===== config.mk =====
export PLATFORM = sky130hd
export DESIGN_NAME = seqswitch_top
export DESIGN_NICKNAME = d
export VERILOG_FILES = /design/src/hdl/seqswitch_pkg.sv /design/src/hdl/seqswitch_clock_decode.sv /design/src/hdl/seqswitch_step.sv /design/src/hdl/seqswitch_route.sv /design/src/hdl/seqswitch_top.sv
export SDC_FILE = /design/constraint.sdc
export NUM_CORES = 1
export LEC_CHECK = 0
export ABC_AREA = 1
export BUFFER_PORTS_ARGS = -buffer_cell sky130_fd_sc_hd__clkbuf_2
export CORE_ASPECT_RATIO = 0.5
export CORE_UTILIZATION = 35
export DETAILED_ROUTE_END_ITERATION = 16
export PLACE_DENSITY = 0.61
export SYNTH_ARGS = -nofsm -noshare
export SYNTH_HDL_FRONTEND = slang
export SYNTH_SLANG_ARGS = --single-unit
export TNS_END_PERCENT = 50

===== constraint.sdc =====
create_clock -name sample_clk -period 1.5 [get_ports sample_clk]
set_input_delay 0.225 -clock sample_clk [delete_from_list [all_inputs] [get_ports sample_clk]]
set_output_delay 0.225 -clock sample_clk [all_outputs]
set_load 0.02 [all_outputs]

===== src/hdl/seqswitch_pkg.sv =====
// ####################################################################
// Sequential switch shared types.
// Sample, jack and routing definitions used by the whole block.
// ####################################################################

package seqswitch_pkg;

    // Calibrated sample in millivolts.
    // Signed, 16 bits, the low 2 bits are fractional.
    typedef logic signed [15:0] sample_t;

    // Jack-detect word from the surrounding hardware.
    // Bit n is high when channel n has a cable patched in.
    typedef logic [7:0] jack_t;

    // One sample per channel, refreshed every sample clock.
    // Channel 0 sits in the low bits.
    typedef struct packed {
        sample_t ch3;
        sample_t ch2;
        sample_t ch1;
        sample_t ch0;
    } sample_quad_t;

    // Routing state of the switch.
    // Outputs 1, 2, 3 take inputs 1, 2, 3 in STRAIGHT.
    // Outputs 1, 2, 3 take inputs 2, 3, 1 in SHIFT1.
    // Outputs 1, 2, 3 take inputs 3, 1, 2 in SHIFT2.
    typedef enum logic [1:0] {
        ROUTE_STRAIGHT = 2'd0,
        ROUTE_SHIFT1   = 2'd1,
        ROUTE_SHIFT2   = 2'd2
    } route_t;

    // Number of fractional bits in a sample.
    // Millivolt values are shifted left by this to get sample units.
    localparam int FP_OFFSET = 2;

    // Jack-detect bit of the clock input.
    localparam int CLOCK_JACK = 0;

endpackage


===== src/hdl/seqswitch_clock_decode.sv =====
// ####################################################################
// Clock decode for the sequential switch.
// Schmitt trigger on channel 0 with hysteresis, gated by the clock
// jack, giving a registered one-cycle pulse on each rising edge.
// ####################################################################

module seqswitch_clock_decode #(
    parameter int schmitt_hi_mv = 2000,
    parameter int schmitt_lo_mv = 500
) (
    input  logic                   sample_clk,
    input  logic                   rst,
    input  seqswitch_pkg::sample_t trigger,
    input  seqswitch_pkg::jack_t   jack,
    output logic                   edge_pulse
);

    // Thresholds converted from millivolts to sample units.
    localparam seqswitch_pkg::sample_t schmitt_hi =
        seqswitch_pkg::sample_t'(schmitt_hi_mv <<< seqswitch_pkg::FP_OFFSET);
    localparam seqswitch_pkg::sample_t schmitt_lo =
        seqswitch_pkg::sample_t'(schmitt_lo_mv <<< seqswitch_pkg::FP_OFFSET);

    // Registered trigger level.
    logic level;

    // Clock cable present.
    logic jack_patched;

    // Crossing conditions, both signed compares.
    logic rise;
    logic fall;

    assign jack_patched = jack[seqswitch_pkg::CLOCK_JACK];

    // Low to high needs a value strictly above the high threshold.
    assign rise = !level && (trigger > schmitt_hi);

    // High to low needs a value strictly below the low threshold.
    // Values in between keep the current level.
    assign fall = level && (trigger < schmitt_lo);

    always_ff @(posedge sample_clk) begin
        if (rst) begin
            level      <= 1'b0;
            edge_pulse <= 1'b0;
        end else if (!jack_patched) begin
            // No cable, so history is dropped.
            // Patching later starts again from a low level.
            level      <= 1'b0;
            edge_pulse <= 1'b0;
        end else begin
            // Pulse lasts for the one cycle after the crossing.
            edge_pulse <= rise;
            if (rise) begin
                level <= 1'b1;
            end else if (fall) begin
                level <= 1'b0;
            end
        end
    end

endmodule


===== src/hdl/seqswitch_step.sv =====
// ####################################################################
// Routing state machine for the sequential switch.
// Steps STRAIGHT, SHIFT1, SHIFT2 and back, one step per edge pulse.
// ####################################################################

module seqswitch_step (
    input  logic                  sample_clk,
    input  logic                  rst,
    input  logic                  edge_pulse,
    output seqswitch_pkg::route_t route
);

    // Current and next routing state.
    seqswitch_pkg::route_t state;
    seqswitch_pkg::route_t state_next;

    // Next-state logic.
    // Without a pulse every legal state holds.
    always_comb begin
        case (state)
            seqswitch_pkg::ROUTE_STRAIGHT: begin
                state_next = edge_pulse ? seqswitch_pkg::ROUTE_SHIFT1
                                        : seqswitch_pkg::ROUTE_STRAIGHT;
            end
            seqswitch_pkg::ROUTE_SHIFT1: begin
                state_next = edge_pulse ? seqswitch_pkg::ROUTE_SHIFT2
                                        : seqswitch_pkg::ROUTE_SHIFT1;
            end
            seqswitch_pkg::ROUTE_SHIFT2: begin
                // Wrap after the third state.
                state_next = edge_pulse ? seqswitch_pkg::ROUTE_STRAIGHT
                                        : seqswitch_pkg::ROUTE_SHIFT2;
            end
            default: begin
                // Unused encoding, fall back to straight routing.
                state_next = seqswitch_pkg::ROUTE_STRAIGHT;
            end
        endcase
    end

    // State register.
    // It moves on the clock edge where the pulse is high.
    always_ff @(posedge sample_clk) begin
        if (rst) begin
            state <= seqswitch_pkg::ROUTE_STRAIGHT;
        end else begin
            state <= state_next;
        end
    end

    assign route = state;

endmodule


===== src/hdl/seqswitch_route.sv =====
// ####################################################################
// Registered 3x3 crossbar for the sequential switch.
// Places inputs 1 to 3 on outputs 1 to 3 as the routing state says.
// ####################################################################

module seqswitch_route (
    input  logic                        sample_clk,
    input  logic                        rst,
    input  seqswitch_pkg::route_t       route,
    input  seqswitch_pkg::sample_quad_t samples_in,
    output seqswitch_pkg::sample_quad_t switched
);

    // Crossbar selection ahead of the output register.
    seqswitch_pkg::sample_quad_t selected;

    always_comb begin
        // Channel 0 is not switched here, it stays zero.
        selected = '0;
        case (route)
            seqswitch_pkg::ROUTE_SHIFT1: begin
                // Outputs take inputs 2, 3, 1.
                selected.ch1 = samples_in.ch2;
                selected.ch2 = samples_in.ch3;
                selected.ch3 = samples_in.ch1;
            end
            seqswitch_pkg::ROUTE_SHIFT2: begin
                // Outputs take inputs 3, 1, 2.
                selected.ch1 = samples_in.ch3;
                selected.ch2 = samples_in.ch1;
                selected.ch3 = samples_in.ch2;
            end
            default: begin
                // Straight through.
                // Also covers encodings the step FSM never produces.
                selected.ch1 = samples_in.ch1;
                selected.ch2 = samples_in.ch2;
                selected.ch3 = samples_in.ch3;
            end
        endcase
    end

    // Output register, one cycle of latency on the sample path.
    // Uses the route held just before the clock edge.
    always_ff @(posedge sample_clk) begin
        if (rst) begin
            switched <= '0;
        end else begin
            switched <= selected;
        end
    end

endmodule


===== src/hdl/seqswitch_top.sv =====
// ####################################################################
// Sequential switch top level.
// Clock decode on channel 0 steps the routing of channels 1 to 3.
// ####################################################################

module seqswitch_top #(
    parameter int schmitt_hi_mv = 2000,
    parameter int schmitt_lo_mv = 500
) (
    input  logic                        sample_clk,
    input  logic                        rst,
    input  seqswitch_pkg::sample_quad_t samples_in,
    input  seqswitch_pkg::jack_t        jack,
    output seqswitch_pkg::sample_quad_t samples_out
);

    // One-cycle pulse per rising edge of the trigger.
    logic edge_pulse;

    // Current routing state.
    seqswitch_pkg::route_t route;

    // Registered crossbar output, ch0 field unused.
    seqswitch_pkg::sample_quad_t switched;

    // Schmitt trigger on channel 0.
    seqswitch_clock_decode #(
        .schmitt_hi_mv (schmitt_hi_mv),
        .schmitt_lo_mv (schmitt_lo_mv)
    ) u_decode (
        .sample_clk (sample_clk),
        .rst        (rst),
        .trigger    (samples_in.ch0),
        .jack       (jack),
        .edge_pulse (edge_pulse)
    );

    // Routing FSM.
    seqswitch_step u_step (
        .sample_clk (sample_clk),
        .rst        (rst),
        .edge_pulse (edge_pulse),
        .route      (route)
    );

    // Crossbar for channels 1 to 3.
    seqswitch_route u_route (
        .sample_clk (sample_clk),
        .rst        (rst),
        .route      (route),
        .samples_in (samples_in),
        .switched   (switched)
    );

    // Clock input is mirrored with no latency.
    assign samples_out.ch0 = samples_in.ch0;

    // Switched channels come from the crossbar register.
    assign samples_out.ch1 = switched.ch1;
    assign samples_out.ch2 = switched.ch2;
    assign samples_out.ch3 = switched.ch3;

endmodule


* Word level (Yosys, flattened, before mapping)
Cells that the tools add are included.
** Word-level totals
- Bits in registers :: 52
- Input port bits :: 74
- Output and inout bits :: 64
- Word-level logic and storage cells :: 24
** Operators by class
- Order comparisons :: 2
- Equal/unequal tests :: 2
- Multiplexer cells :: 7
- Bitwise operators :: 1
- Reductions and logical operators :: 6
** Operators with widths (count)
- $pmux 48 s2 :: 1
- $gt 16x14->1 const B :: 1
- $lt 16x12->1 const B :: 1
- $pmux 2 s3 :: 1
- $mux 2 :: 2
- $mux 1 :: 3
- $eq 2x1->1 const B :: 1
- $eq 2x2->1 const B :: 1
- $logic_and 1x1->1 :: 2
- $logic_not 2->1 :: 1
- $reduce_bool 2->1 :: 1
- $reduce_or 2->1 :: 1
- $logic_not 1->1 :: 1
- $not 1->1 :: 1

* Depth between registers and ports, before layout
- Depth after elaboration :: 4
- Depth in mapped cells :: 8
- Mapped depth without buffers :: 8

* By module
Synthesis repeated with hierarchy kept, for this count alone.
** Unflattened totals
- Cell total of the unflattened synthesis :: 501
- Area, all modules :: 3026.7 um2
** Modules (own cells, without submodules)
- seqswitch_route :: instances 1, cells each 432, area an instance 2621.3 um2, seq. area each 960.9 um2
- seqswitch_clock_decode :: instances 1, cells each 41, area an instance 203.9 um2, seq. area each 40.0 um2
- seqswitch_top :: instances 1, cells each 16, area an instance 120.1 um2, seq. area each 0.0 um2
- seqswitch_step :: instances 1, cells each 12, area an instance 81.3 um2, seq. area each 40.0 um2

* Least setup slack after synthesis
No wires, ideal clock.
- Path kind :: reg-to-reg
- From :: register u_step.state[0] (netlist: u_step.route[0])
- To :: register, netlist name u_route.switched[50]
- Library setup time :: 0.113 ns
- Arrival time :: 1.221 ns
- Data required time :: 1.387 ns
- Slack :: 0.166 ns
- Stages on the path, launching flop included :: 9
- Path buffers :: 2
- Period minus slack after synthesis :: 1.334 ns
- Cells stage by stage :: dfxtp_1 inv_1 ha_1 inv_2 buf_12 buf_6 a21oi_2 o21ai_1 inv_1
** Between the ends
- Longest elaborated chain between the ends :: 2
- Elaborated cells on any way between the ends :: 3
- Those cells by class :: 2 x eq/ne; 1 x mux
** RTL lines
- start: declaration :: line seqswitch_step.sv:14 : seqswitch_pkg::route_t state;
- start signal: assignment :: line seqswitch_step.sv:45 : state <= seqswitch_pkg::ROUTE_STRAIGHT;
- start signal: assignment :: line seqswitch_step.sv:47 : state <= state_next;
- $eq 2x2->1 or $eq 2x1->1 (tied branches) :: line seqswitch_route.sv:20 : case (route)
- $pmux 48 s2 * :: line seqswitch_route.sv:20
Mark *: on every way between the ends. The rest lies on a longest branch, timed or not.
A chain may end at the register's enable or synchronous reset.

* Worst setup path after layout
- From :: register u_step.state[1] (netlist: u_step.route[1])
- To :: register, netlist name u_route.switched[47]
** Between the ends
- Longest elaborated chain between the ends :: 2
- Elaborated cells on any way between the ends :: 3
- Those cells by class :: 2 x eq/ne; 1 x mux
** RTL lines (line)
- $eq 2x2->1 or $eq 2x1->1 (tied branches) :: seqswitch_route.sv:20
- $pmux 48 s2 * :: seqswitch_route.sv:20
Marked as above.

==> flow_metrics.tcl <==
set metrics [dict create \
    cts_tree "done" \
    hold_depth 3 \
    htreeDepth 2 \
    via_per_inst 4.51 \
    hold_end "u_route.switched[54]" \
    slowest_stage "ha_2" \
    coreArea_um2 8090 \
    first_global_vias 2429 \
    cp_max_fo 17 \
    cp_slowest_stage_delay_ps 390 \
    synth_top_area_frac 0.352 \
    row_count 23 \
    yosys_warnings 0 \
    nets 576 \
    p_int_uw 2680 \
    grtUsageTotal 0.148 \
    path_buf_inv 4 \
    grt_remaining_overflow 0 \
    status "completed" \
    fin_skew_ps 2.95 \
    finalWeightedCongestion 0.717 \
    cpLargestDelayFamily "buffers and inverters" \
    fmaxAchievable_mhz 713 \
    fillCellCount 834 \
    syn-cell-area_um2 2960 \
    synth-seq-cells 52 \
    highest_layer "met4" \
    period_share 0.935 \
    vdd_drop_max_v 0.000438 \
    p_per_area_nw_per_um2 1000 \
    dp_hpwl_um 4820 \
    insertion_delay_ps 290 \
    netSwitchingPower_uw 1130 \
    crit_top_cell "inv_1" \
    vias 2755 \
    initial_core_util 0.365 \
    clock_sinks 52 \
    required_ps 1740 \
    maxCapViolations 0 \
    combPwrFrac 0.257 \
    ys_seq_area_frac 0.352 \
    drive_gt1_frac 0.407 \
    synth_cell_types 22 \
    grt_pass1_wl_um 10400 \
    drt_iter0_markers 90 \
    wl_per_cell_um 10.6 \
    tns_ps 0 \
    hold_class "in -> reg" \
    antenna_found_initial 0 \
    fin_ws_ps 97.5 \
    p_clk_frac 0.338 \
    ant_nets 0 \
    r2r_cells 7 \
    slew_headroom 0.771 \
    clock-root-buffer "clkbuf_16" \
    cts_buffers 5 \
    fp.dieH_um 67.0 \
    antenna_cells 0 \
    syn_nets 462 \
    r2r_slack_ps 100 \
    wl_met3_um 317 \
    boundaryPins 138 \
    final_hold_viol_count 0 \
    finalWirelength_um 6490 \
    hold_path.startpoint "samples_in[54]" \
    syn_avg_cell_area_um2 7.70 \
    die_w_um 132 \
    yosys-top-cells-area "dfxtp_1 (35%), inv_1 (14%), a21oi_2 (13%)" \
    start_kind "flop" \
    period_needed_ps 1400 \
    leakage_uw 0.00218 \
    wl_met2_um 3080 \
    worstPathArrival_ps 1640 \
    grt_max_degree 34 \
    hold_buffers 0 \
    drc 0 \
    tightest_slew_ps 343 \
    crit_chain "inv_1, ha_2, clkinv_2, buf_12, a21oi_2, o21ai_1, inv_1" \
    pre_cts_ws_ps 9.97 \
    p_sw_frac 0.297 \
    drv_slew 0 \
    dieArea_um2 8840 \
    synth_top_area_cell "dfxtp_1" \
    cp-startpoint "u_step.route[1]" \
    end_kind "flop" \
    setup_viol 0 \
    seq_power_share 0.405 \
    reg2reg_from "u_step.route[1]" \
    syn_inst 384 \
    first_pass_iters 4 \
    cts.clk_slew.worst_paths_ps 70 \
    rr_endpoint "u_route.switched[47]" \
    portBuffers 130 \
    wl_met1_um 3050 \
    area_growth_pct 28.5 \
    crit_type "reg -> reg" \
    cts_buffer_depth 2 \
]
[layout by cell type, fill, tap and decap left out, types with 2 or more instances in the layout]
master     synthesis  routed
clkbuf_2           4     130
inv_1            110     110
dfxtp_1           52      52
o22ai_1           47      47
o21ai_1           47      47
a21oi_2           43      43
nand2_1           15      15
buf_4             17       9
a21oi_1            7       7
clkbuf_16          0       6
buf_12             5       6
nor2_1             5       5
nor3_1             3       3
ha_1               4       3
inv_2              3       2
o21ai_0            2       2
clkinv_2           0       2
[state kept, by name, indices dropped and copies added, names as in the netlist]
| signal | flops |
|---|---|
| u_decode.edge_pulse | 1 |
| u_route.switched | 48 |
| u_step.route | 2 |
| u_decode.level | 1 |
[per-stage QoR]
step | util | power (µW) | instance area (µm²) | instances | hold slack, ps
after floorplan | - | 2280 | 2960 | 384 | 358
after global placement | 0.442 | 2510 | 3570 | 599 | 477
after detailed placement | 0.442 | 2520 | 3570 | 599 | 472
after CTS | 0.462 | 3830 | 3740 | 607 | 171
after global routing | 0.469 | 4040 | 3800 | 611 | 199
final | 0.469 | 3810 | 3800 | 611 | 181
[worst min-delay path, stage by stage]
cell      delay, ps
clkbuf_2         90
o211ai_1         80
inv_1            50
[how the worst max path moves through the flow]
stage	depth (start not counted)	to
final	7	u_route.switched[47]
after global routing	7	u_route.switched[55]
after CTS	6	u_route.switched[52]
after detailed placement	6	u_route.switched[52]
after global placement	6	u_route.switched[29]
after floorplan	8	u_route.switched[50]
[cell families after synthesis]
group / Yosys count / share of synthesized area
adder cells (fa/ha/maj): 4 / 0.0169
AND/OR/NAND/NOR: 27 / 0.0389
flip-flops: 52 / 0.352
AO/OA/AOI/OAI: 147 / 0.324
buffers and inverters: 154 / 0.268
[cells in the mapped netlist (all sizes together)]
master and count:
buf 37, o211ai 1, nand2 15, nor2 5, or2 1, o22ai 47
nand3 1, a21oi 50, nor3b 1, dfxtp 52, nand4 1, o21ai 49
clkbuf 4, inv 113, ha 4, nor3 3
[power by group through the flow]
stage | Clock, µW | Combinational, µW | Sequential (µW)
finish | 1290 | 977 | 1540
global route | 1410 | 1080 | 1550
CTS | 1340 | 952 | 1540
detailed placement | 0 | 950 | 1570
global placement | 0 | 939 | 1570
floorplan | 0 | 548 | 1730
[per-layer routing]
layer	global-route usage	vias up
met5	0	-
met4	0.0422	0
met3	0.0419	5
met2	0.266	70
met1	0.174	1239
li1	-	1441
[cell type report]
cell class | count | area (µm²) | area share
timing repair inverter | 1 | 5.00 | 0.00132
tap | 112 | 140 | 0.0369
clock inverter | 2 | 35.0 | 0.00923
multi-input combinational | 178 | 1130 | 0.297
inverter | 113 | 429 | 0.113
sequential | 52 | 1040 | 0.274
timing repair buffer | 147 | 891 | 0.235
clock buffer | 6 | 129 | 0.0339
[what timing repair did]
action	4_1_cts	5_1_grt
hold endpoints to repair	0	0
setup buffers	0	2
setup endpoints to repair	0	46
gates resized for setup	0	5
Power figures use the tool's default switching activity.
